$ cat src/hdl/fb_pkg.sv
/* Framebuffer geometry, command opcodes, the framebuffer address union
   and the structs passed between the command front end blocks. */
package fb_pkg;

    localparam int ROW_BITS        = 8;    // rows addressed by one byte.
    localparam int COL_BITS        = 10;
    localparam int COL_BYTES       = 2;    // column bytes in a command, low byte first.
    localparam int BYTES_PER_PIXEL = 3;
    localparam int PIX_BITS        = 2;    // component index width.
    localparam int FB_ADDR_BITS    = ROW_BITS + COL_BITS + PIX_BITS;

    localparam logic [7:0] OPC_WRITE_PIXEL = 8'h01;
    localparam logic [7:0] OPC_FILL_ROW    = 8'h02;

    typedef logic [ROW_BITS-1:0] row_t;
    typedef logic [COL_BITS-1:0] col_t;
    typedef logic [PIX_BITS-1:0] pix_t;

    // row is the most significant field of the framebuffer address
    typedef struct packed {
        row_t row;
        col_t col;
        pix_t pixel;
    } fb_addr_fields_t;

    // handlers fill in the fields, the bus side reads the flat word
    typedef union packed {
        fb_addr_fields_t           fields;
        logic [FB_ADDR_BITS-1:0]   flat;
    } fb_addr_u;

    // one framebuffer write request from a command handler
    typedef struct packed {
        logic       valid;
        fb_addr_u   addr;
        logic [7:0] data;
    } fb_req_t;

    // one argument byte from the dispatcher
    typedef struct packed {
        logic       valid;
        logic [7:0] data;
    } cmd_byte_t;

endpackage

$ cat src/hdl/cmd_dispatch.sv
/* Host command byte slave: opcode decode, handler selection and
   forwarding of argument bytes paced by the handler's byte_ready. */
module cmd_dispatch
    import fb_pkg::*;
(
    input  logic       clk,
    input  logic       reset,
    input  logic       cyc,
    input  logic       stb,
    input  logic       we,
    input  logic [7:0] dat_i,
    output logic       ack,
    output cmd_byte_t  px_byte,
    output cmd_byte_t  fill_byte,
    input  logic       px_byte_ready,
    input  logic       fill_byte_ready,
    input  logic       px_done,
    input  logic       fill_done
);

    typedef enum logic {ST_IDLE, ST_FORWARD} disp_state_t;

    disp_state_t state;
    logic        sel_fill;      // 1 selects fill-row, 0 selects write-pixel.
    logic        px_valid;
    logic        fill_valid;
    logic [7:0]  byte_q;
    logic        req_seen;
    logic        sel_ready;
    logic        sel_done;

    assign req_seen  = cyc && stb && !ack;   // a new host cycle, not yet acked.
    assign sel_ready = sel_fill ? fill_byte_ready : px_byte_ready;
    assign sel_done  = sel_fill ? fill_done : px_done;

    assign px_byte   = '{valid: px_valid, data: byte_q};
    assign fill_byte = '{valid: fill_valid, data: byte_q};

    always_ff @(posedge clk) begin
        if (reset) begin
            state      <= ST_IDLE;
            sel_fill   <= 1'b0;
            ack        <= 1'b0;
            px_valid   <= 1'b0;
            fill_valid <= 1'b0;
        end else begin
            ack        <= 1'b0;
            px_valid   <= 1'b0;
            fill_valid <= 1'b0;
            case (state)
                ST_IDLE: begin
                    if (req_seen) begin
                        ack <= 1'b1;                  // unknown opcodes end here.
                        if (we && dat_i == OPC_WRITE_PIXEL) begin
                            sel_fill <= 1'b0;
                            state    <= ST_FORWARD;
                        end else if (we && dat_i == OPC_FILL_ROW) begin
                            sel_fill <= 1'b1;
                            state    <= ST_FORWARD;
                        end
                    end
                end
                ST_FORWARD: begin
                    if (sel_done) begin
                        state <= ST_IDLE;
                    end else if (req_seen && !we) begin
                        ack <= 1'b1;                  // reads are not forwarded.
                    end else if (req_seen && sel_ready) begin
                        ack        <= 1'b1;
                        px_valid   <= !sel_fill;
                        fill_valid <= sel_fill;
                    end
                end
            endcase
        end
    end

    always_ff @(posedge clk) begin
        if (req_seen) begin
            byte_q <= dat_i;
        end
    end

endmodule

$ cat src/hdl/cmd_write_pixel.sv
/* Write-pixel handler: captures row, little-endian column and colour
   bytes, and issues one framebuffer write per component. */
module cmd_write_pixel
    import fb_pkg::*;
(
    input  logic      clk,
    input  logic      reset,
    input  cmd_byte_t cmd,
    output logic      byte_ready,
    output fb_req_t   req,
    input  logic      req_ready,
    output logic      done
);

    typedef enum logic [1:0] {ST_ROW, ST_COL, ST_PIXEL, ST_DONE} px_state_t;

    px_state_t              state;
    logic [1:0]             col_idx;
    logic [COL_BYTES*8-1:0] col_buf;
    logic [COL_BYTES*8-1:0] col_shift;
    fb_addr_u               addr_q;
    logic [7:0]             data_q;
    logic                   req_valid;

    // column bytes arrive low first, so shift each one in from the top
    assign col_shift = {cmd.data, col_buf[COL_BYTES*8-1:8]};

    assign byte_ready = (state != ST_DONE) && !req_valid;
    assign req        = '{valid: req_valid, addr: addr_q, data: data_q};

    always_ff @(posedge clk) begin
        if (reset) begin
            state     <= ST_DONE;        // settles into row capture next cycle.
            col_idx   <= '0;
            req_valid <= 1'b0;
            done      <= 1'b0;
        end else begin
            done <= 1'b0;
            case (state)
                ST_ROW: begin
                    if (cmd.valid) begin
                        addr_q.fields.row <= row_t'(cmd.data);
                        col_idx           <= '0;
                        state             <= ST_COL;
                    end
                end
                ST_COL: begin
                    if (cmd.valid) begin
                        col_buf <= col_shift;
                        col_idx <= col_idx + 2'd1;
                        if (col_idx == 2'(COL_BYTES - 1)) begin
                            addr_q.fields.col   <= col_t'(col_shift);   // upper bits dropped.
                            addr_q.fields.pixel <= pix_t'(BYTES_PER_PIXEL - 1);
                            state               <= ST_PIXEL;
                        end
                    end
                end
                ST_PIXEL: begin
                    if (cmd.valid) begin
                        req_valid <= 1'b1;
                        data_q    <= cmd.data;
                    end
                    if (req_valid && req_ready) begin
                        req_valid <= 1'b0;
                        if (addr_q.fields.pixel == '0) begin
                            done  <= 1'b1;          // last component handed over.
                            state <= ST_DONE;
                        end else begin
                            addr_q.fields.pixel <= addr_q.fields.pixel - 1'b1;
                        end
                    end
                end
                ST_DONE: begin
                    state <= ST_ROW;
                end
            endcase
        end
    end

endmodule

$ cat src/hdl/cmd_fill_row.sv
/* Fill-row handler: captures row, start column, pixel count and colour,
   then writes the colour over a run of consecutive columns. */
module cmd_fill_row
    import fb_pkg::*;
(
    input  logic      clk,
    input  logic      reset,
    input  cmd_byte_t cmd,
    output logic      byte_ready,
    output fb_req_t   req,
    input  logic      req_ready,
    output logic      done
);

    typedef enum logic [2:0] {
        ST_ROW, ST_COL, ST_COUNT, ST_COLOUR, ST_ISSUE, ST_DONE
    } fill_state_t;

    fill_state_t                     state;
    logic [1:0]                      col_idx;
    logic [COL_BYTES*8-1:0]          col_buf;
    logic [COL_BYTES*8-1:0]          col_shift;
    logic [7:0]                      count_q;    // pixels still to write.
    logic [BYTES_PER_PIXEL-1:0][7:0] colour_q;
    fb_addr_u                        addr_q;
    logic                            req_valid;

    assign col_shift  = {cmd.data, col_buf[COL_BYTES*8-1:8]};
    assign byte_ready = (state == ST_ROW) || (state == ST_COL) ||
                        (state == ST_COUNT) || (state == ST_COLOUR);
    // the pixel field picks the colour byte for the current component
    assign req = '{valid: req_valid, addr: addr_q, data: colour_q[addr_q.fields.pixel]};

    always_ff @(posedge clk) begin
        if (reset) begin
            state     <= ST_DONE;
            col_idx   <= '0;
            req_valid <= 1'b0;
            done      <= 1'b0;
        end else begin
            done <= 1'b0;
            case (state)
                ST_ROW: if (cmd.valid) begin
                    addr_q.fields.row <= row_t'(cmd.data);
                    col_idx           <= '0;
                    state             <= ST_COL;
                end
                ST_COL: if (cmd.valid) begin
                    col_buf <= col_shift;
                    col_idx <= col_idx + 2'd1;
                    if (col_idx == 2'(COL_BYTES - 1)) begin
                        addr_q.fields.col <= col_t'(col_shift);
                        state             <= ST_COUNT;
                    end
                end
                ST_COUNT: if (cmd.valid) begin
                    count_q             <= cmd.data;
                    addr_q.fields.pixel <= pix_t'(BYTES_PER_PIXEL - 1);  // colour slot.
                    state               <= ST_COLOUR;
                end
                ST_COLOUR: if (cmd.valid) begin
                    colour_q[addr_q.fields.pixel] <= cmd.data;
                    if (addr_q.fields.pixel == '0) begin
                        addr_q.fields.pixel <= pix_t'(BYTES_PER_PIXEL - 1);
                        if (count_q == 8'd0) begin
                            done  <= 1'b1;           // empty run, nothing to write.
                            state <= ST_DONE;
                        end else begin
                            req_valid <= 1'b1;
                            state     <= ST_ISSUE;
                        end
                    end else begin
                        addr_q.fields.pixel <= addr_q.fields.pixel - 1'b1;
                    end
                end
                ST_ISSUE: if (req_ready) begin
                    if (addr_q.fields.pixel != '0) begin
                        addr_q.fields.pixel <= addr_q.fields.pixel - 1'b1;
                    end else if (count_q == 8'd1) begin
                        req_valid <= 1'b0;
                        done      <= 1'b1;
                        state     <= ST_DONE;
                    end else begin
                        count_q             <= count_q - 8'd1;
                        addr_q.fields.col   <= addr_q.fields.col + 1'b1;   // next pixel.
                        addr_q.fields.pixel <= pix_t'(BYTES_PER_PIXEL - 1);
                    end
                end
                ST_DONE: state <= ST_ROW;
                default: state <= ST_DONE;
            endcase
        end
    end

endmodule

$ cat src/hdl/fb_write_merger.sv
/* Write merger: grants one handler request at a time, write-pixel first,
   and runs a Wishbone classic write cycle for it. */
module fb_write_merger
    import fb_pkg::*;
(
    input  logic                    clk,
    input  logic                    reset,
    input  fb_req_t                 px_req,
    input  fb_req_t                 fill_req,
    output logic                    px_req_ready,
    output logic                    fill_req_ready,
    output logic                    fb_cyc,
    output logic                    fb_stb,
    output logic                    fb_we,
    output logic [FB_ADDR_BITS-1:0] fb_adr,
    output logic [7:0]              fb_dat_o,
    input  logic                    fb_ack
);

    logic       busy;       // a framebuffer cycle is open.
    fb_addr_u   addr_q;
    logic [7:0] data_q;

    // requests are only taken while no bus cycle is open
    assign px_req_ready   = !busy;
    assign fill_req_ready = !busy && !px_req.valid;   // write-pixel wins.

    assign fb_cyc   = busy;
    assign fb_stb   = busy;
    assign fb_we    = busy;
    assign fb_adr   = addr_q.flat;
    assign fb_dat_o = data_q;

    always_ff @(posedge clk) begin
        if (reset) begin
            busy <= 1'b0;
        end else if (busy) begin
            if (fb_ack) begin
                busy <= 1'b0;                 // cyc and stb fall next cycle.
            end
        end else if (px_req.valid || fill_req.valid) begin
            busy <= 1'b1;
        end
    end

    always_ff @(posedge clk) begin
        if (!busy) begin
            if (px_req.valid) begin
                addr_q <= px_req.addr;
                data_q <= px_req.data;
            end else begin
                addr_q <= fill_req.addr;
                data_q <= fill_req.data;
            end
        end
    end

endmodule

$ cat src/hdl/display_cmd_top.sv
/* Display command front end: dispatcher, write-pixel and fill-row
   handlers, and the framebuffer write merger. */
module display_cmd_top
    import fb_pkg::*;
(
    input  logic                    clk,
    input  logic                    reset,
    input  logic                    cyc,
    input  logic                    stb,
    input  logic                    we,
    input  logic [7:0]              dat_i,
    output logic                    ack,
    output logic                    fb_cyc,
    output logic                    fb_stb,
    output logic                    fb_we,
    output logic [FB_ADDR_BITS-1:0] fb_adr,
    output logic [7:0]              fb_dat_o,
    input  logic                    fb_ack
);

    cmd_byte_t px_byte;
    cmd_byte_t fill_byte;
    logic      px_byte_ready;
    logic      fill_byte_ready;
    logic      px_done;
    logic      fill_done;
    fb_req_t   px_req;
    fb_req_t   fill_req;
    logic      px_req_ready;
    logic      fill_req_ready;

    cmd_dispatch u_dispatch (
        .clk(clk), .reset(reset), .cyc(cyc), .stb(stb), .we(we), .dat_i(dat_i), .ack(ack),
        .px_byte(px_byte), .fill_byte(fill_byte), .px_byte_ready(px_byte_ready),
        .fill_byte_ready(fill_byte_ready), .px_done(px_done), .fill_done(fill_done)
    );

    cmd_write_pixel u_write_pixel (
        .clk(clk), .reset(reset), .cmd(px_byte), .byte_ready(px_byte_ready),
        .req(px_req), .req_ready(px_req_ready), .done(px_done)
    );

    cmd_fill_row u_fill_row (
        .clk(clk), .reset(reset), .cmd(fill_byte), .byte_ready(fill_byte_ready),
        .req(fill_req), .req_ready(fill_req_ready), .done(fill_done)
    );

    fb_write_merger u_merger (
        .clk(clk), .reset(reset), .px_req(px_req), .fill_req(fill_req),
        .px_req_ready(px_req_ready), .fill_req_ready(fill_req_ready),
        .fb_cyc(fb_cyc), .fb_stb(fb_stb), .fb_we(fb_we), .fb_adr(fb_adr),
        .fb_dat_o(fb_dat_o), .fb_ack(fb_ack)
    );

endmodule

$ cat config.mk
export PLATFORM = sky130hd
export DESIGN_NAME = display_cmd_top
export DESIGN_NICKNAME = d
export VERILOG_FILES = /design/src/hdl/fb_pkg.sv /design/src/hdl/cmd_dispatch.sv /design/src/hdl/cmd_write_pixel.sv /design/src/hdl/cmd_fill_row.sv /design/src/hdl/fb_write_merger.sv /design/src/hdl/display_cmd_top.sv
export SDC_FILE = /design/constraint.sdc
export NUM_CORES = 1
export LEC_CHECK = 0
export BUFFER_PORTS_ARGS = -buffer_cell sky130_fd_sc_hd__buf_2
export CORE_MARGIN = 4
export CORE_UTILIZATION = 45
export CTS_CLUSTER_SIZE = 20
export DETAILED_ROUTE_END_ITERATION = 10
export GPL_ROUTABILITY_DRIVEN = 0
export PLACE_DENSITY_LB_ADDON = 0.2
export SYNTH_ARGS = -nofsm -noshare
export SYNTH_HDL_FRONTEND = slang
export SYNTH_SLANG_ARGS = --single-unit
$ cat constraint.sdc
create_clock -name clk -period 2.8 [get_ports clk]
set_input_delay 0.56 -clock clk [delete_from_list [all_inputs] [get_ports clk]]
set_output_delay 0.56 -clock clk [all_outputs]
set_load 0.01 [all_outputs]
After elaboration in Yosys (flattened, before gate mapping)
Cells that the tools add are included.
Widths: inputs -> output; s select.
- flip-flop bits (word level): 167
- input bits: 14
- output and inout port bits: 32
- logic and storage cells: 214
- add/subtract/negate cells: 6
- order comparisons: 2
- equality and inequality tests: 32
- multiplexer cells: 85
- bitwise logic cells: 5
- reduce and logical (&&, ||, !) cells: 54
- operator list (operator ; count):
    $mux 8 ; 7
    $mux 2 ; 17
    $mux 1 ; 31
    $mux 10 ; 3
    $ne 2x2->1 const B ; 14
    $mux 3 ; 9
    $reduce_and 3->1 ; 9
    $bwmux 24 ; 1
    $mux 12 ; 2
    $mux 20 ; 1
    $pmux 10 s2 ; 1
    $pmux 3 s6 ; 1
    $reduce_and 6->1 ; 3
    $reduce_bool 2->1 ; 9
    $bmux 8 s2 ; 1
    $demux 8 s2 ; 1
    $eq 8x1->1 const B ; 2
    $pmux 8 s2 ; 1
    $reduce_and 7->1 ; 2
    $pmux 2 s2 ; 3
    $add 10x1->10 const B ; 1
    $logic_and 1x1->1 ; 10
    $reduce_and 9->1 ; 1
    $eq 8x2->1 const B ; 1
    27 further kinds ; 53

Longest topological paths before layout
Gate-level depths: netlist of run 1.
- depth in word-level cells: 10
- depth in mapped cells: 7
- depth with buffers taken out: 6

Cells and area by module
Synthesis of run 1 repeated with hierarchy kept, for this count alone.
- cell total of the unflattened synthesis: 445
- area total of the unflattened synthesis: 6537.5 sq um
- modules (own cells, without submodules) (module ; times used ; cells each ; area each (sq um)):
    cmd_fill_row ; 1 ; 246 ; 3062.9
    cmd_write_pixel ; 1 ; 88 ; 1531.5
    fb_write_merger ; 1 ; 66 ; 1360.1
    cmd_dispatch ; 1 ; 45 ; 583.1

Worst setup path after synthesis of run 1
Ideal clock, no wire load.
- path type: register -> register
- start point: reg u_fill_row.addr_q[0] (netlist bit)
- end point: reg u_fill_row.addr_q[10] (netlist bit) (enable)
- library setup time: 393 ps
- arrival time: 1975 ps
- data required time: 2407 ps
- path slack: 432 ps
- stages on the path, launching flop included: 6
- period minus slack after synthesis: 2368 ps
- cells stage by stage: edfxtp_1 -> inv_1 -> clkbuf_1 -> ha_1 -> nand3_1 -> a211oi_1
- longest elaborated chain between the ends: 3
- RTL lines (element ; line ; source):
    start, declared ; cmd_fill_row.sv:25 ; fb_addr_u addr_q;
    $reduce_bool 2->1 ; cmd_fill_row.sv:77 ; if (addr_q.fields.pixel != '0) begin
    $ne 2x2->1 (no line) ; - ;
    $reduce_and 7->1 (no line) ; - ;
No other way between the ends.
A chain may end at the register's enable or synchronous reset.

Worst setup path in the final report of run 1
- start point: reg u_fill_row.addr_q[1] (netlist bit)
- end point: reg u_fill_row.state[0]
- longest elaborated chain between the ends: 3
- RTL lines (element ; line ; source):
    $logic_not 2->1 / $reduce_bool 2->1 (equally long branches) ; cmd_fill_row.sv:63, cmd_fill_row.sv:77 ;
    $ne 2x2->1 (no line) ; - ;
    $reduce_and 9->1 (no line) (*) ; - ;
    end signal, assigned ; cmd_fill_row.sv:59 ; state <= ST_COLOUR;
    end signal, assigned ; cmd_fill_row.sv:67 ; state <= ST_DONE;
    end signal, assigned ; cmd_fill_row.sv:70 ; state <= ST_ISSUE;
    end, declared ; cmd_fill_row.sv:19 ; fill_state_t state;
Mark *: on every way between the ends. The rest lies on a longest branch, timed or not.

==> impl_summary.log, run 1 <==
INFO  metric port_buffers = 45
INFO  metric n_antenna_cell = 0
INFO  metric power.net_switching = 1.12 mW
INFO  metric cts.repair.resized = 0
INFO  metric drc_errors = 0
INFO  metric grt_start_max_net_pins = 42
INFO  metric setup_viol_count_final = 0
INFO  metric ys_ff_latch = 151
INFO  metric detailedRoute.firstIterationViolations = 340
INFO  metric clk_root_buffer_cell = sky130_fd_sc_hd__clkbuf_16
INFO  metric leakagePower = 2.57 nW
INFO  metric final-hold-violation-count = 0
INFO  metric vias = 3575
INFO  metric via_count_of_the_first_global_routing_pass = 3442
INFO  metric worst_slew_pin_slew = 0.699 ns
INFO  metric fmax = 473 MHz
INFO  metric clock_insertion_delay_worst_skew = 0.42 ns
INFO  metric critical_path_peak_fanout = 11
INFO  metric die-height = 126 microns
INFO  metric design.final.nets = 520
INFO  metric critPathLaunchType = register
INFO  metric power.share.clock = 0.428
INFO  metric slew_headroom = 0.532
INFO  metric period_minus_ws_final = 2.12 ns
INFO  metric cts_setup_buffers = 0
INFO  metric cts-htree-levels = 4
INFO  metric clk_path_buf_depth = 2
INFO  metric worst_clock_skew = 0.00667 ns
INFO  metric fin_util = 0.536
INFO  metric cellInternalPower = 3.94 mW
INFO  metric post_drt_via_cell_ratio = 5.25
INFO  metric timing.critical_path.required = 3.10 ns
INFO  metric rsz_0062_raised_after_global_routing = false
INFO  metric power_frac_comb = 0.069
INFO  metric most-common-layout-cells = 132 x sky130_fd_sc_hd__edfxtp_1, 45 x sky130_fd_sc_hd__buf_2, 35 x sky130_fd_sc_hd__nand2_1, 27 x sky130_fd_sc_hd__mux2_2
INFO  metric timing.critical_path.arrival = 2.42 ns
INFO  metric type_of_the_worst_min_delay_path = input pin to register
INFO  metric globalRoute.totalOverflow = 0
INFO  metric clock_tree_from_tritoncts = done
INFO  metric grt_first_pass_wirelength = 18500 microns
INFO  metric yosysSeqAreaShare = 0.694
INFO  metric detail-route-antenna-nets = 0
INFO  metric wl = 11600 microns
INFO  metric count_of_flip_flops_with_a_built_in_enable_after_synthesis = 132
INFO  metric irDropWorstVdd = 305 uV
INFO  metric final.fill_count = 1145
INFO  metric routed_wire_length_per_instance = 17.0 microns
INFO  metric floorplan.io_pins = 46
INFO  metric ctsHoldBuffers = 0
INFO  metric postSynthNetCount = 469
INFO  metric initial_core_util = 0.465
INFO  metric critical_path_class = register to register
INFO  metric design.core.area = 13500 sq um
INFO  metric syn_inst = 442
INFO  metric yosys_warning_total = 0
INFO  metric drv.max_cap_violation_count = 0
INFO  metric grt_usage = 0.152
INFO  metric clkSinkCount = 151
INFO  metric total_die_area = 15900 sq um
INFO  metric synth_top_flop_cell = sky130_fd_sc_hd__edfxtp_1
INFO  metric synth.lib_cells_used.distinct = 53
INFO  metric cellPowerDensity = 701 nW/um^2
INFO  metric cp_endpoint_kind = register
INFO  metric post_synth.cell_area_avg = 14.2 sq um
INFO  metric syn-cell-area = 6260 sq um
INFO  metric antenna_found_initial = 0
INFO  metric timing_max_transition_violations_final = 0
INFO  metric r2r_slack = 0.68 ns
INFO  metric period_share = 0.756
INFO  metric cts_made_buffers = 17
INFO  metric p_seq_frac = 0.503
INFO  metric drt_pre_antenna_iters = 5
INFO  metric fin_tns_setup = 0 ns
INFO  metric path_clk_slew = 0.06 ns
INFO  metric outcome = finished clean
INFO  metric rows = 42
INFO  metric power.switching_fraction = 0.221
INFO  metric syn2layout_area_growth = 15.3%
INFO  metric synthArstFlopShare = 0
INFO  metric final_common_cell = sky130_fd_sc_hd__edfxtp_1
INFO  metric die-width = 126 microns
INFO  metric dp_hpwl = 7690 microns
INFO  metric layout-drive-gt1-share = 0.224
==> worst paths after layout <==
check / from / to / cells past startpoint
worst max-delay path: u_fill_row.addr_q[1] / u_fill_row.state[0] / 6
worst max register to register: u_fill_row.addr_q[1] / u_fill_row.state[0] / 6
worst min register to register: u_write_pixel.col_buf[13] / u_write_pixel.addr_q[7] / 0
worst min-delay path: dat_i[4] / u_dispatch.byte_q[4] / 1
==> layout make-up <==
cell class / instances / area [sq um] / area share
Sequential cell: 151 / 4340 / 0.602
Clock inverter: 12 / 128 / 0.0177
Tap cell: 176 / 220 / 0.0305
Multi-Input combinational cell: 246 / 1720 / 0.238
Timing Repair Buffer: 52 / 278 / 0.0385
Clock buffer: 19 / 433 / 0.0600
Inverter: 25 / 93.8 / 0.0130
==> per-layer routing <==
layer,vias up,share of wire,GRT usage
li1,1739,-,-
met1,1703,0.46,0.205
met2,116,0.46,0.234
met3,17,0.060,0.0449
met4,0,0.017,0.0587
met5,-,0,0
==> stage by stage <==
| stage | worst slack (ns) | power [mW] | hold WS (ns) | cells | cell area, sq um |
|---|---|---|---|---|---|
| 4_1_cts | 0.686 | 5.09 | 0.315 | 681 | 7210 |
| 3_5_place_dp | 0.702 | 2.94 | 0.408 | 650 | 6650 |
| 2_1_floorplan | 0.432 | 2.85 | 0.400 | 442 | 6260 |
| 5_1_grt | 0.593 | 5.26 | 0.309 | 681 | 7210 |
| 3_3_place_gp | 0.745 | 2.93 | 0.402 | 650 | 6650 |
| 6_report | 0.684 | 5.06 | 0.333 | 681 | 7210 |
==> state kept, by name (all words and copies together) (netlist names), 2 cells and up, named ones only <==
| register | count |
|---|---|
| u_dispatch.byte_q | 8 |
| u_fill_row.addr_q | 20 |
| u_fill_row.col_buf | 8 |
| u_fill_row.col_idx | 2 |
| u_fill_row.colour_q | 24 |
| u_fill_row.count_q | 8 |
| u_fill_row.state | 2 |
| u_merger.fb_adr | 20 |
| u_merger.fb_dat_o | 8 |
| u_write_pixel.addr_q | 20 |
| u_write_pixel.col_buf | 8 |
| u_write_pixel.col_idx | 2 |
| u_write_pixel.data_q | 8 |
| u_write_pixel.state | 2 |
==> power groups by stage <==
stage	combinational [mW]	sequential [mW]	clock [mW]
after floorplan	0.286	2.57	0
after global placement	0.341	2.59	0
after detailed placement	0.351	2.59	0
after CTS	0.354	2.55	2.19
after global routing	0.393	2.55	2.31
final	0.348	2.55	2.16
==> cell families after synthesis <==
family          Yosys count  synth area share
flops                   151             0.694
simple gates            119             0.104
compound gates           72            0.0744
buf+inv                  45            0.0314
mux                      28            0.0502
xor+xnor                 14            0.0196
fa+ha+maj                13            0.0260
==> Yosys cell counts (2+ instances only) <==
cell                       number  area, sq um
sky130_fd_sc_hd__o21a_1         2         15.0
sky130_fd_sc_hd__xnor2_1        7         61.3
sky130_fd_sc_hd__a31oi_1        2         12.5
sky130_fd_sc_hd__xor2_1         7         61.3
sky130_fd_sc_hd__nor3b_2        2         25.0
sky130_fd_sc_hd__dfxtp_1       19          380
sky130_fd_sc_hd__ha_1          13          163
sky130_fd_sc_hd__a221oi_1       9         78.8
sky130_fd_sc_hd__clkbuf_1       9         33.8
sky130_fd_sc_hd__nand2b_1       4         25.0
sky130_fd_sc_hd__a21oi_1       25          125
sky130_fd_sc_hd__nand4_1        4         25.0
sky130_fd_sc_hd__mux2_2        27          304
sky130_fd_sc_hd__buf_4          3         22.5
sky130_fd_sc_hd__edfxtp_1     132         3960
sky130_fd_sc_hd__nor4_1         5         31.3
sky130_fd_sc_hd__inv_1         25         93.8
sky130_fd_sc_hd__o21ai_0        7         35.0
sky130_fd_sc_hd__nor2b_1        3         18.8
sky130_fd_sc_hd__or3b_1         3         26.3
sky130_fd_sc_hd__buf_2          7         35.0
sky130_fd_sc_hd__o21ai_1       14         70.1
sky130_fd_sc_hd__nand3_1        9         45.0
sky130_fd_sc_hd__nor3_1         7         35.0
sky130_fd_sc_hd__and2_1         7         43.8
sky130_fd_sc_hd__nand3b_1       3         22.5
sky130_fd_sc_hd__and3_1         4         25.0
sky130_fd_sc_hd__nor2_1        23         86.3
sky130_fd_sc_hd__a211oi_1       2         15.0
sky130_fd_sc_hd__nand2_1       35          131
==> worst max-delay path, cell delays in order (launching register included) <==
cell,delay (ns)
sky130_fd_sc_hd__edfxtp_1,0.62
sky130_fd_sc_hd__inv_1,0.15
sky130_fd_sc_hd__ha_1,0.30
sky130_fd_sc_hd__or3b_1,0.37
sky130_fd_sc_hd__a21oi_1,0.20
sky130_fd_sc_hd__a221oi_1,0.07
sky130_fd_sc_hd__o32a_1,0.29
Power figures use the tool's default switching activity.
==> inputs of run 2 (changes only) <==
==> constraint.sdc (replaced) <==
create_clock -name clk -period 1.9 [get_ports clk]
set_input_delay 0.38 -clock clk [delete_from_list [all_inputs] [get_ports clk]]
set_output_delay 0.38 -clock clk [all_outputs]
set_load 0.01 [all_outputs]
==> run 2 against run 1 <==
  * Power increased by 53%
  * Sequential cell count unchanged
  * Critical endpoint unchanged
  * Critical path type unchanged
  * Core utilization increased by 2.5 points
  * Largest power group unchanged
  * Clock-buffer cell count increased by 3
==> impl_summary.log, run 2 (synthesis results as in run 1) <==
INFO  metric outcome = finished clean
INFO  metric design.final.nets = 546
INFO  metric timing.critical_path.to = u_fill_row.state[0]
INFO  metric routed_wire_length_per_instance = 17.0 microns
INFO  metric worst_slew_pin_slew = 0.515 ns
INFO  metric leakagePower = 2.74 nW
INFO  metric r2r_cells = 7
INFO  metric critical_path.cell_chain = inv_1 > ha_1 > buf_4 > or3b_1 > a21oi_2 > a221oi_1 > o32a_1
INFO  metric clk_path_buf_depth = 2
INFO  metric port_buffers = 45
INFO  metric design.core.area = 13500 sq um
INFO  metric power.net_switching = 1.61 mW
INFO  metric wl = 12000 microns
INFO  metric cellInternalPower = 6.11 mW
INFO  metric largest_reg_flops = 24
INFO  metric register_bank_with_the_most_flops = u_fill_row.colour_q
INFO  metric grt_first_pass_wirelength = 19500 microns
INFO  metric worst_r2r_startpoint = u_fill_row.addr_q[0]
INFO  metric period_share = 0.950
INFO  metric dp_hpwl = 8010 microns
INFO  metric n_antenna_cell = 0
INFO  metric r2r_slack = 0.09 ns
INFO  metric most-common-layout-cells = 132 x sky130_fd_sc_hd__edfxtp_1, 45 x sky130_fd_sc_hd__buf_2, 35 x sky130_fd_sc_hd__nand2_1, 27 x sky130_fd_sc_hd__mux2_2, 27 x sky130_fd_sc_hd__buf_4
INFO  metric setup_viol_count_final = 0
INFO  metric period_minus_ws_final = 1.81 ns
INFO  metric postPlaceCellArea = 6920 sq um
INFO  metric drv.max_cap_violation_count = 0
INFO  metric clk_root_buffer_cell = sky130_fd_sc_hd__clkbuf_16
INFO  metric clock_tree_from_tritoncts = done
INFO  metric cts-htree-levels = 4
INFO  metric clock_insertion_delay_worst_skew = 0.41 ns
INFO  metric timing.critical_path.required = 2.19 ns
INFO  metric drt_pre_antenna_iters = 4
INFO  metric final_critical_path_setup_slack = 0.0949 ns
INFO  metric post_drt_via_cell_ratio = 5.21
INFO  metric path_clk_slew = 0.06 ns
INFO  metric worst_clock_skew = 0.00841 ns
INFO  metric clkSinkCount = 151
INFO  metric fin_area = 7550 sq um
INFO  metric rows = 42
INFO  metric timing.critical_path.arrival = 2.10 ns
INFO  metric power.switching_fraction = 0.209
INFO  metric globalRoute.totalOverflow = 0
INFO  metric antenna_found_initial = 0
INFO  metric floorplan.io_pins = 46
INFO  metric p_seq_frac = 0.484
INFO  metric fmax = 554 MHz
INFO  metric cts_made_buffers = 17
INFO  metric detail-route-antenna-nets = 0
INFO  metric cellPowerDensity = 1020 nW/um^2
INFO  metric regToRegEndpoint = u_fill_row.state[0]
INFO  metric worst_path_max_delay_cell = sky130_fd_sc_hd__or3b_1
INFO  metric timing.critical_path.slowest_cell_delay = 0.37 ns
INFO  metric grt_start_max_net_pins = 45
INFO  metric total_power = 7.73 mW
INFO  metric initial_core_util = 0.465
INFO  metric final_common_cell = sky130_fd_sc_hd__edfxtp_1
INFO  metric power_frac_comb = 0.076
INFO  metric grt_usage = 0.160
INFO  metric final.hold.worst_slack = 0.156 ns
INFO  metric worst_setup_path_startpoint = u_fill_row.addr_q[0]
INFO  metric cp_endpoint_kind = register
INFO  metric timing_max_transition_violations_final = 0
INFO  metric critical_path_peak_fanout = 5
INFO  metric syn2layout_area_growth = 20.7%
INFO  metric die-width = 126 microns
INFO  metric die-height = 126 microns
INFO  metric critical_path_class = register to register
INFO  metric fin_util = 0.561
INFO  metric power.share.clock = 0.440
INFO  metric detailedRoute.firstIterationViolations = 340
INFO  metric vias = 3680
INFO  metric slew_headroom = 0.657
INFO  metric irDropWorstVdd = 505 uV
INFO  metric ctsHoldBuffers = 0
INFO  metric drc_errors = 0
INFO  metric critPathLaunchType = register
INFO  metric layout-drive-gt1-share = 0.267
INFO  metric type_of_the_worst_min_delay_path = input pin to register
INFO  metric final-hold-violation-count = 0
INFO  metric total_die_area = 15900 sq um
INFO  metric via_count_of_the_first_global_routing_pass = 3709
INFO  metric place_worst_setup_slack = 0.0647 ns
## run 2: cell types whose count changed in the layout (fill, tap and decap cells not counted), moves of 2 or more
| cell | before | now |
|---|---|---|
| sky130_fd_sc_hd__clkbuf_1 | 2 | 5 |
| sky130_fd_sc_hd__bufinv_16 | 2 | 4 |
| sky130_fd_sc_hd__clkinv_1 | 2 | 0 |
| sky130_fd_sc_hd__inv_6 | 2 | 0 |
| sky130_fd_sc_hd__buf_4 | 7 | 27 |
| sky130_fd_sc_hd__buf_12 | 0 | 6 |
## run 2: stage by stage
| step | instances | setup TNS, ns |
|---|---|---|
| finish | 707 | 0 |
| global route | 707 | -0.0165 |
| CTS | 705 | 0 |
| detailed placement | 674 | 0 |
| global placement | 674 | 0 |
| floorplan | 442 | 0 |
## run 2: worst min path at each step
stage,startpoint,end,slack [ns],cells after the start
after floorplan,u_write_pixel.col_buf[8],u_write_pixel.addr_q[2],0.40,0
after CTS,dat_i[2],u_dispatch.byte_q[2],0.14,1
after global routing,dat_i[2],u_dispatch.byte_q[2],0.14,1
after global placement,u_write_pixel.col_buf[14],u_write_pixel.addr_q[8],0.40,0
after detailed placement,u_write_pixel.col_buf[15],u_write_pixel.addr_q[9],0.40,0
final,dat_i[2],u_dispatch.byte_q[2],0.16,1
## run 2: per-layer routing
| metal | GRT usage | vias up | wire length (microns) |
|---|---|---|---|
| met1 | 0.213 | 1786 | 5550 |
| met2 | 0.254 | 84 | 5760 |
| met4 | 0.0644 | 0 | 157 |
| met3 | 0.0385 | 11 | 517 |
| met5 | 0 | - | 0 |
| li1 | - | 1799 | - |
## run 2: cell type report
class	instances	area, sq um
clock buffers	22	444
clock inverters	9	151
fillers	1135	5900
inverters	25	93.8
multi-input cells	246	1750
flip-flops and latches	151	4350
well taps	176	220
repair buffers	78	548
## run 2: repair_timing
item,in CTS,in global routing
hold endpoints to repair,0,0
setup buffers,0,2
setup endpoints to repair,0,19
gates resized for setup,0,2
## run 2: worst max-delay path: cells and delay by family (launching register included)
| family | cells | cell delay (ns) |
|---|---|---|
| buf+inv | 2 | 0.22 |
| simple gates | 1 | 0.37 |
| compound gates | 3 | 0.51 |
| fa+ha+maj | 1 | 0.22 |
| flops | 1 | 0.35 |
## run 2: power by group through the flow
stage                     logic, mW  registers (mW)  clock network [mW]
after floorplan               0.433            3.78                   0
after global placement        0.560            3.80                   0
after detailed placement      0.582            3.81                   0
after CTS                     0.589            3.74                3.45
after global routing          0.664            3.75                3.62
final                         0.591            3.74                3.40
==> inputs of run 3 (changes only) <==
--- a/config.mk
+++ b/config.mk
@@ -6,7 +6,7 @@
 export NUM_CORES = 1
 export LEC_CHECK = 0
 export BUFFER_PORTS_ARGS = -buffer_cell sky130_fd_sc_hd__buf_2
-export CORE_MARGIN = 4
+export CORE_MARGIN = 2
 export CORE_UTILIZATION = 45
 export CTS_CLUSTER_SIZE = 20
 export DETAILED_ROUTE_END_ITERATION = 10
==> run 3 against run 2 <==
  * Combinational power down 1%
  * Clock power down 1%
  * Final cell count up 0.57%
  * Power down 0.67%
  * Sequential power about the same
  * Die area down 6.3%
  * Largest cell class unchanged
  * Largest power group unchanged
  * Highest routed layer unchanged
==> impl_summary.log, run 3 (synthesis results as in run 1) <==
INFO  metric clk_path_buf_depth = 2
INFO  metric instances_no_fill = 711
INFO  metric r2r_cells = 7
INFO  metric setup_viol_count_final = 0
INFO  metric grt_usage = 0.173
INFO  metric cts_made_buffers = 17
INFO  metric design.final.nets = 545
INFO  metric die-height = 122 microns
INFO  metric antenna_found_initial = 0
INFO  metric critical_path_class = register to register
INFO  metric drc_errors = 0
INFO  metric worst_path_max_delay_cell = sky130_fd_sc_hd__or3b_1
INFO  metric clock_tree_from_tritoncts = done
INFO  metric timing_max_transition_violations_final = 0
INFO  metric most-common-layout-cells = 132 x sky130_fd_sc_hd__edfxtp_1, 45 x sky130_fd_sc_hd__buf_2, 35 x sky130_fd_sc_hd__nand2_1, 27 x sky130_fd_sc_hd__mux2_2, 27 x sky130_fd_sc_hd__buf_4
INFO  metric critPathBufInv = 2
INFO  metric floorplan.io_pins = 46
INFO  metric timing.critical_path.depth = 7
INFO  metric drv.max_cap_violation_count = 0
INFO  metric timing.critical_path.arrival = 2.12 ns
INFO  metric grt_first_pass_wirelength = 18700 microns
INFO  metric final.fill_count = 1137
INFO  metric fmax = 549 MHz
INFO  metric hold_end = u_dispatch.byte_q[6]
INFO  metric detail-route-antenna-nets = 0
INFO  metric grt_start_max_net_pins = 30
INFO  metric syn2layout_area_growth = 20.3%
INFO  metric critical_path.top_delay_family = compound AO/OA/AOI/OAI gates
INFO  metric clock_insertion_delay_worst_skew = 0.42 ns
INFO  metric timing.hold.worst.start = dat_i[6]
INFO  metric critical_path.cell_chain = inv_1 > ha_1 > buf_4 > or3b_1 > a21oi_2 > a221oi_1 > o32a_1
INFO  metric largest_reg_flops = 24
INFO  metric fin_tns_setup = 0 ns
INFO  metric post_drt_via_cell_ratio = 5.27
INFO  metric detailedRoute.firstIterationViolations = 425
INFO  metric rows = 43
INFO  metric critPathLaunchType = register
INFO  metric vias = 3749
INFO  metric port_buffers = 45
INFO  metric design.core.area = 13700 sq um
INFO  metric via_count_of_the_first_global_routing_pass = 3521
INFO  metric hold-path-cell-count = 1
INFO  metric total_die_area = 14900 sq um
INFO  metric clkSinkCount = 151
INFO  metric cts-htree-levels = 4
INFO  metric initial_core_util = 0.456
INFO  metric type_of_the_worst_min_delay_path = input pin to register
INFO  metric timing.critical_path.required = 2.20 ns
INFO  metric timing.critical_path.slowest_cell_delay = 0.37 ns
INFO  metric cellPowerDensity = 1020 nW/um^2
INFO  metric n_antenna_cell = 0
INFO  metric clk_root_buffer_cell = sky130_fd_sc_hd__clkbuf_16
INFO  metric cp_endpoint_kind = register
INFO  metric regToRegEndpoint = u_fill_row.state[0]
INFO  metric worst_slew_pin_slew = 0.591 ns
INFO  metric dp_hpwl = 7930 microns
INFO  metric drt_pre_antenna_iters = 5
INFO  metric slew_headroom = 0.604
INFO  metric leakagePower = 2.73 nW
INFO  metric register_bank_with_the_most_flops = u_fill_row.colour_q
INFO  metric final-hold-violation-count = 0
INFO  metric r2r_slack = 0.08 ns
INFO  metric critical_path_peak_fanout = 5
INFO  metric routed_wire_length_per_instance = 16.7 microns
INFO  metric die-width = 122 microns
INFO  metric globalRoute.totalOverflow = 0
INFO  metric period_share = 0.958
INFO  metric wl = 11900 microns
INFO  metric layout-drive-gt1-share = 0.269
INFO  metric worst_clock_skew = 0.0102 ns
INFO  metric period_minus_ws_final = 1.82 ns
INFO  metric worst_r2r_startpoint = u_fill_row.addr_q[0]
INFO  metric irDropWorstVdd = 554 uV
INFO  metric path_clk_slew = 0.06 ns
INFO  metric final_common_cell = sky130_fd_sc_hd__edfxtp_1
INFO  metric outcome = finished clean
INFO  metric ctsHoldBuffers = 0
INFO  metric place_inst = 677
-- run 3: area by class of cell --
type                    count  area, sq um  share of cell area
well taps                 180          225              0.0299
clock inverters            11          148              0.0196
repair buffers             77          528              0.0701
flip-flops and latches    151         4350               0.577
clock buffers              21          440              0.0585
inverters                  25         93.8              0.0125
multi-input cells         246         1750               0.232
-- run 3: worst max path at each step --
stage,slack (ns),start,end
after detailed placement,0.08,u_fill_row.addr_q[0],u_fill_row.state[0]
after floorplan,0.04,u_fill_row.addr_q[0],u_fill_row.addr_q[10]
final,0.08,u_fill_row.addr_q[0],u_fill_row.state[0]
after global placement,0.14,u_fill_row.count_q[5],u_fill_row.count_q[6]
after global routing,-0.01,u_fill_row.count_q[4],u_fill_row.addr_q[2]
after CTS,0.04,u_fill_row.count_q[5],u_fill_row.addr_q[10]
-- run 3: where the power goes --
| group | switching [mW] | internal (mW) | total (mW) | leakage [nW] |
|---|---|---|---|---|
| Clock | 1.28 | 2.07 | 3.35 | 0.286 |
| Combinational | 0.322 | 0.262 | 0.584 | 1.05 |
| Sequential | 0.0755 | 3.66 | 3.74 | 1.39 |
-- run 3: timing repair --
item / in CTS / in global routing
hold endpoints to repair: 0 / 0
gates resized for setup: 0 / 2
setup buffers: 0 / 2
endpoints found under the setup margin: 0 / 19
-- run 3: metrics by stage --
step	setup slack (ns)	instance area, sq um	utilization	hold WS (ns)	total power [mW]
floorplan	0.0446	6280	-	0.400	4.21
global placement	0.144	6910	0.503	0.403	4.37
detailed placement	0.0766	6910	0.503	0.405	4.39
CTS	0.0371	7490	0.546	0.131	7.74
global route	-0.0144	7530	0.549	0.133	7.97
finish	0.0798	7530	0.549	0.149	7.68
-- run 3: worst register-to-register path, stage by stage, from the launching register on --
cell and delay, ns:
sky130_fd_sc_hd__edfxtp_1 0.35, sky130_fd_sc_hd__inv_1 0.06, sky130_fd_sc_hd__ha_1 0.22, sky130_fd_sc_hd__buf_4 0.16, sky130_fd_sc_hd__or3b_1 0.37, sky130_fd_sc_hd__a21oi_2 0.18
sky130_fd_sc_hd__a221oi_1 0.07, sky130_fd_sc_hd__o32a_1 0.30
-- run 3: routing by layer --
| layer | routed length (microns) | track usage | up-vias |
|---|---|---|---|
| li1 | - | - | 1791 |
| met4 | 269 | 0.0776 | 0 |
| met3 | 695 | 0.0501 | 24 |
| met2 | 5550 | 0.265 | 136 |
| met5 | 0 | 0 | - |
| met1 | 5390 | 0.230 | 1798 |
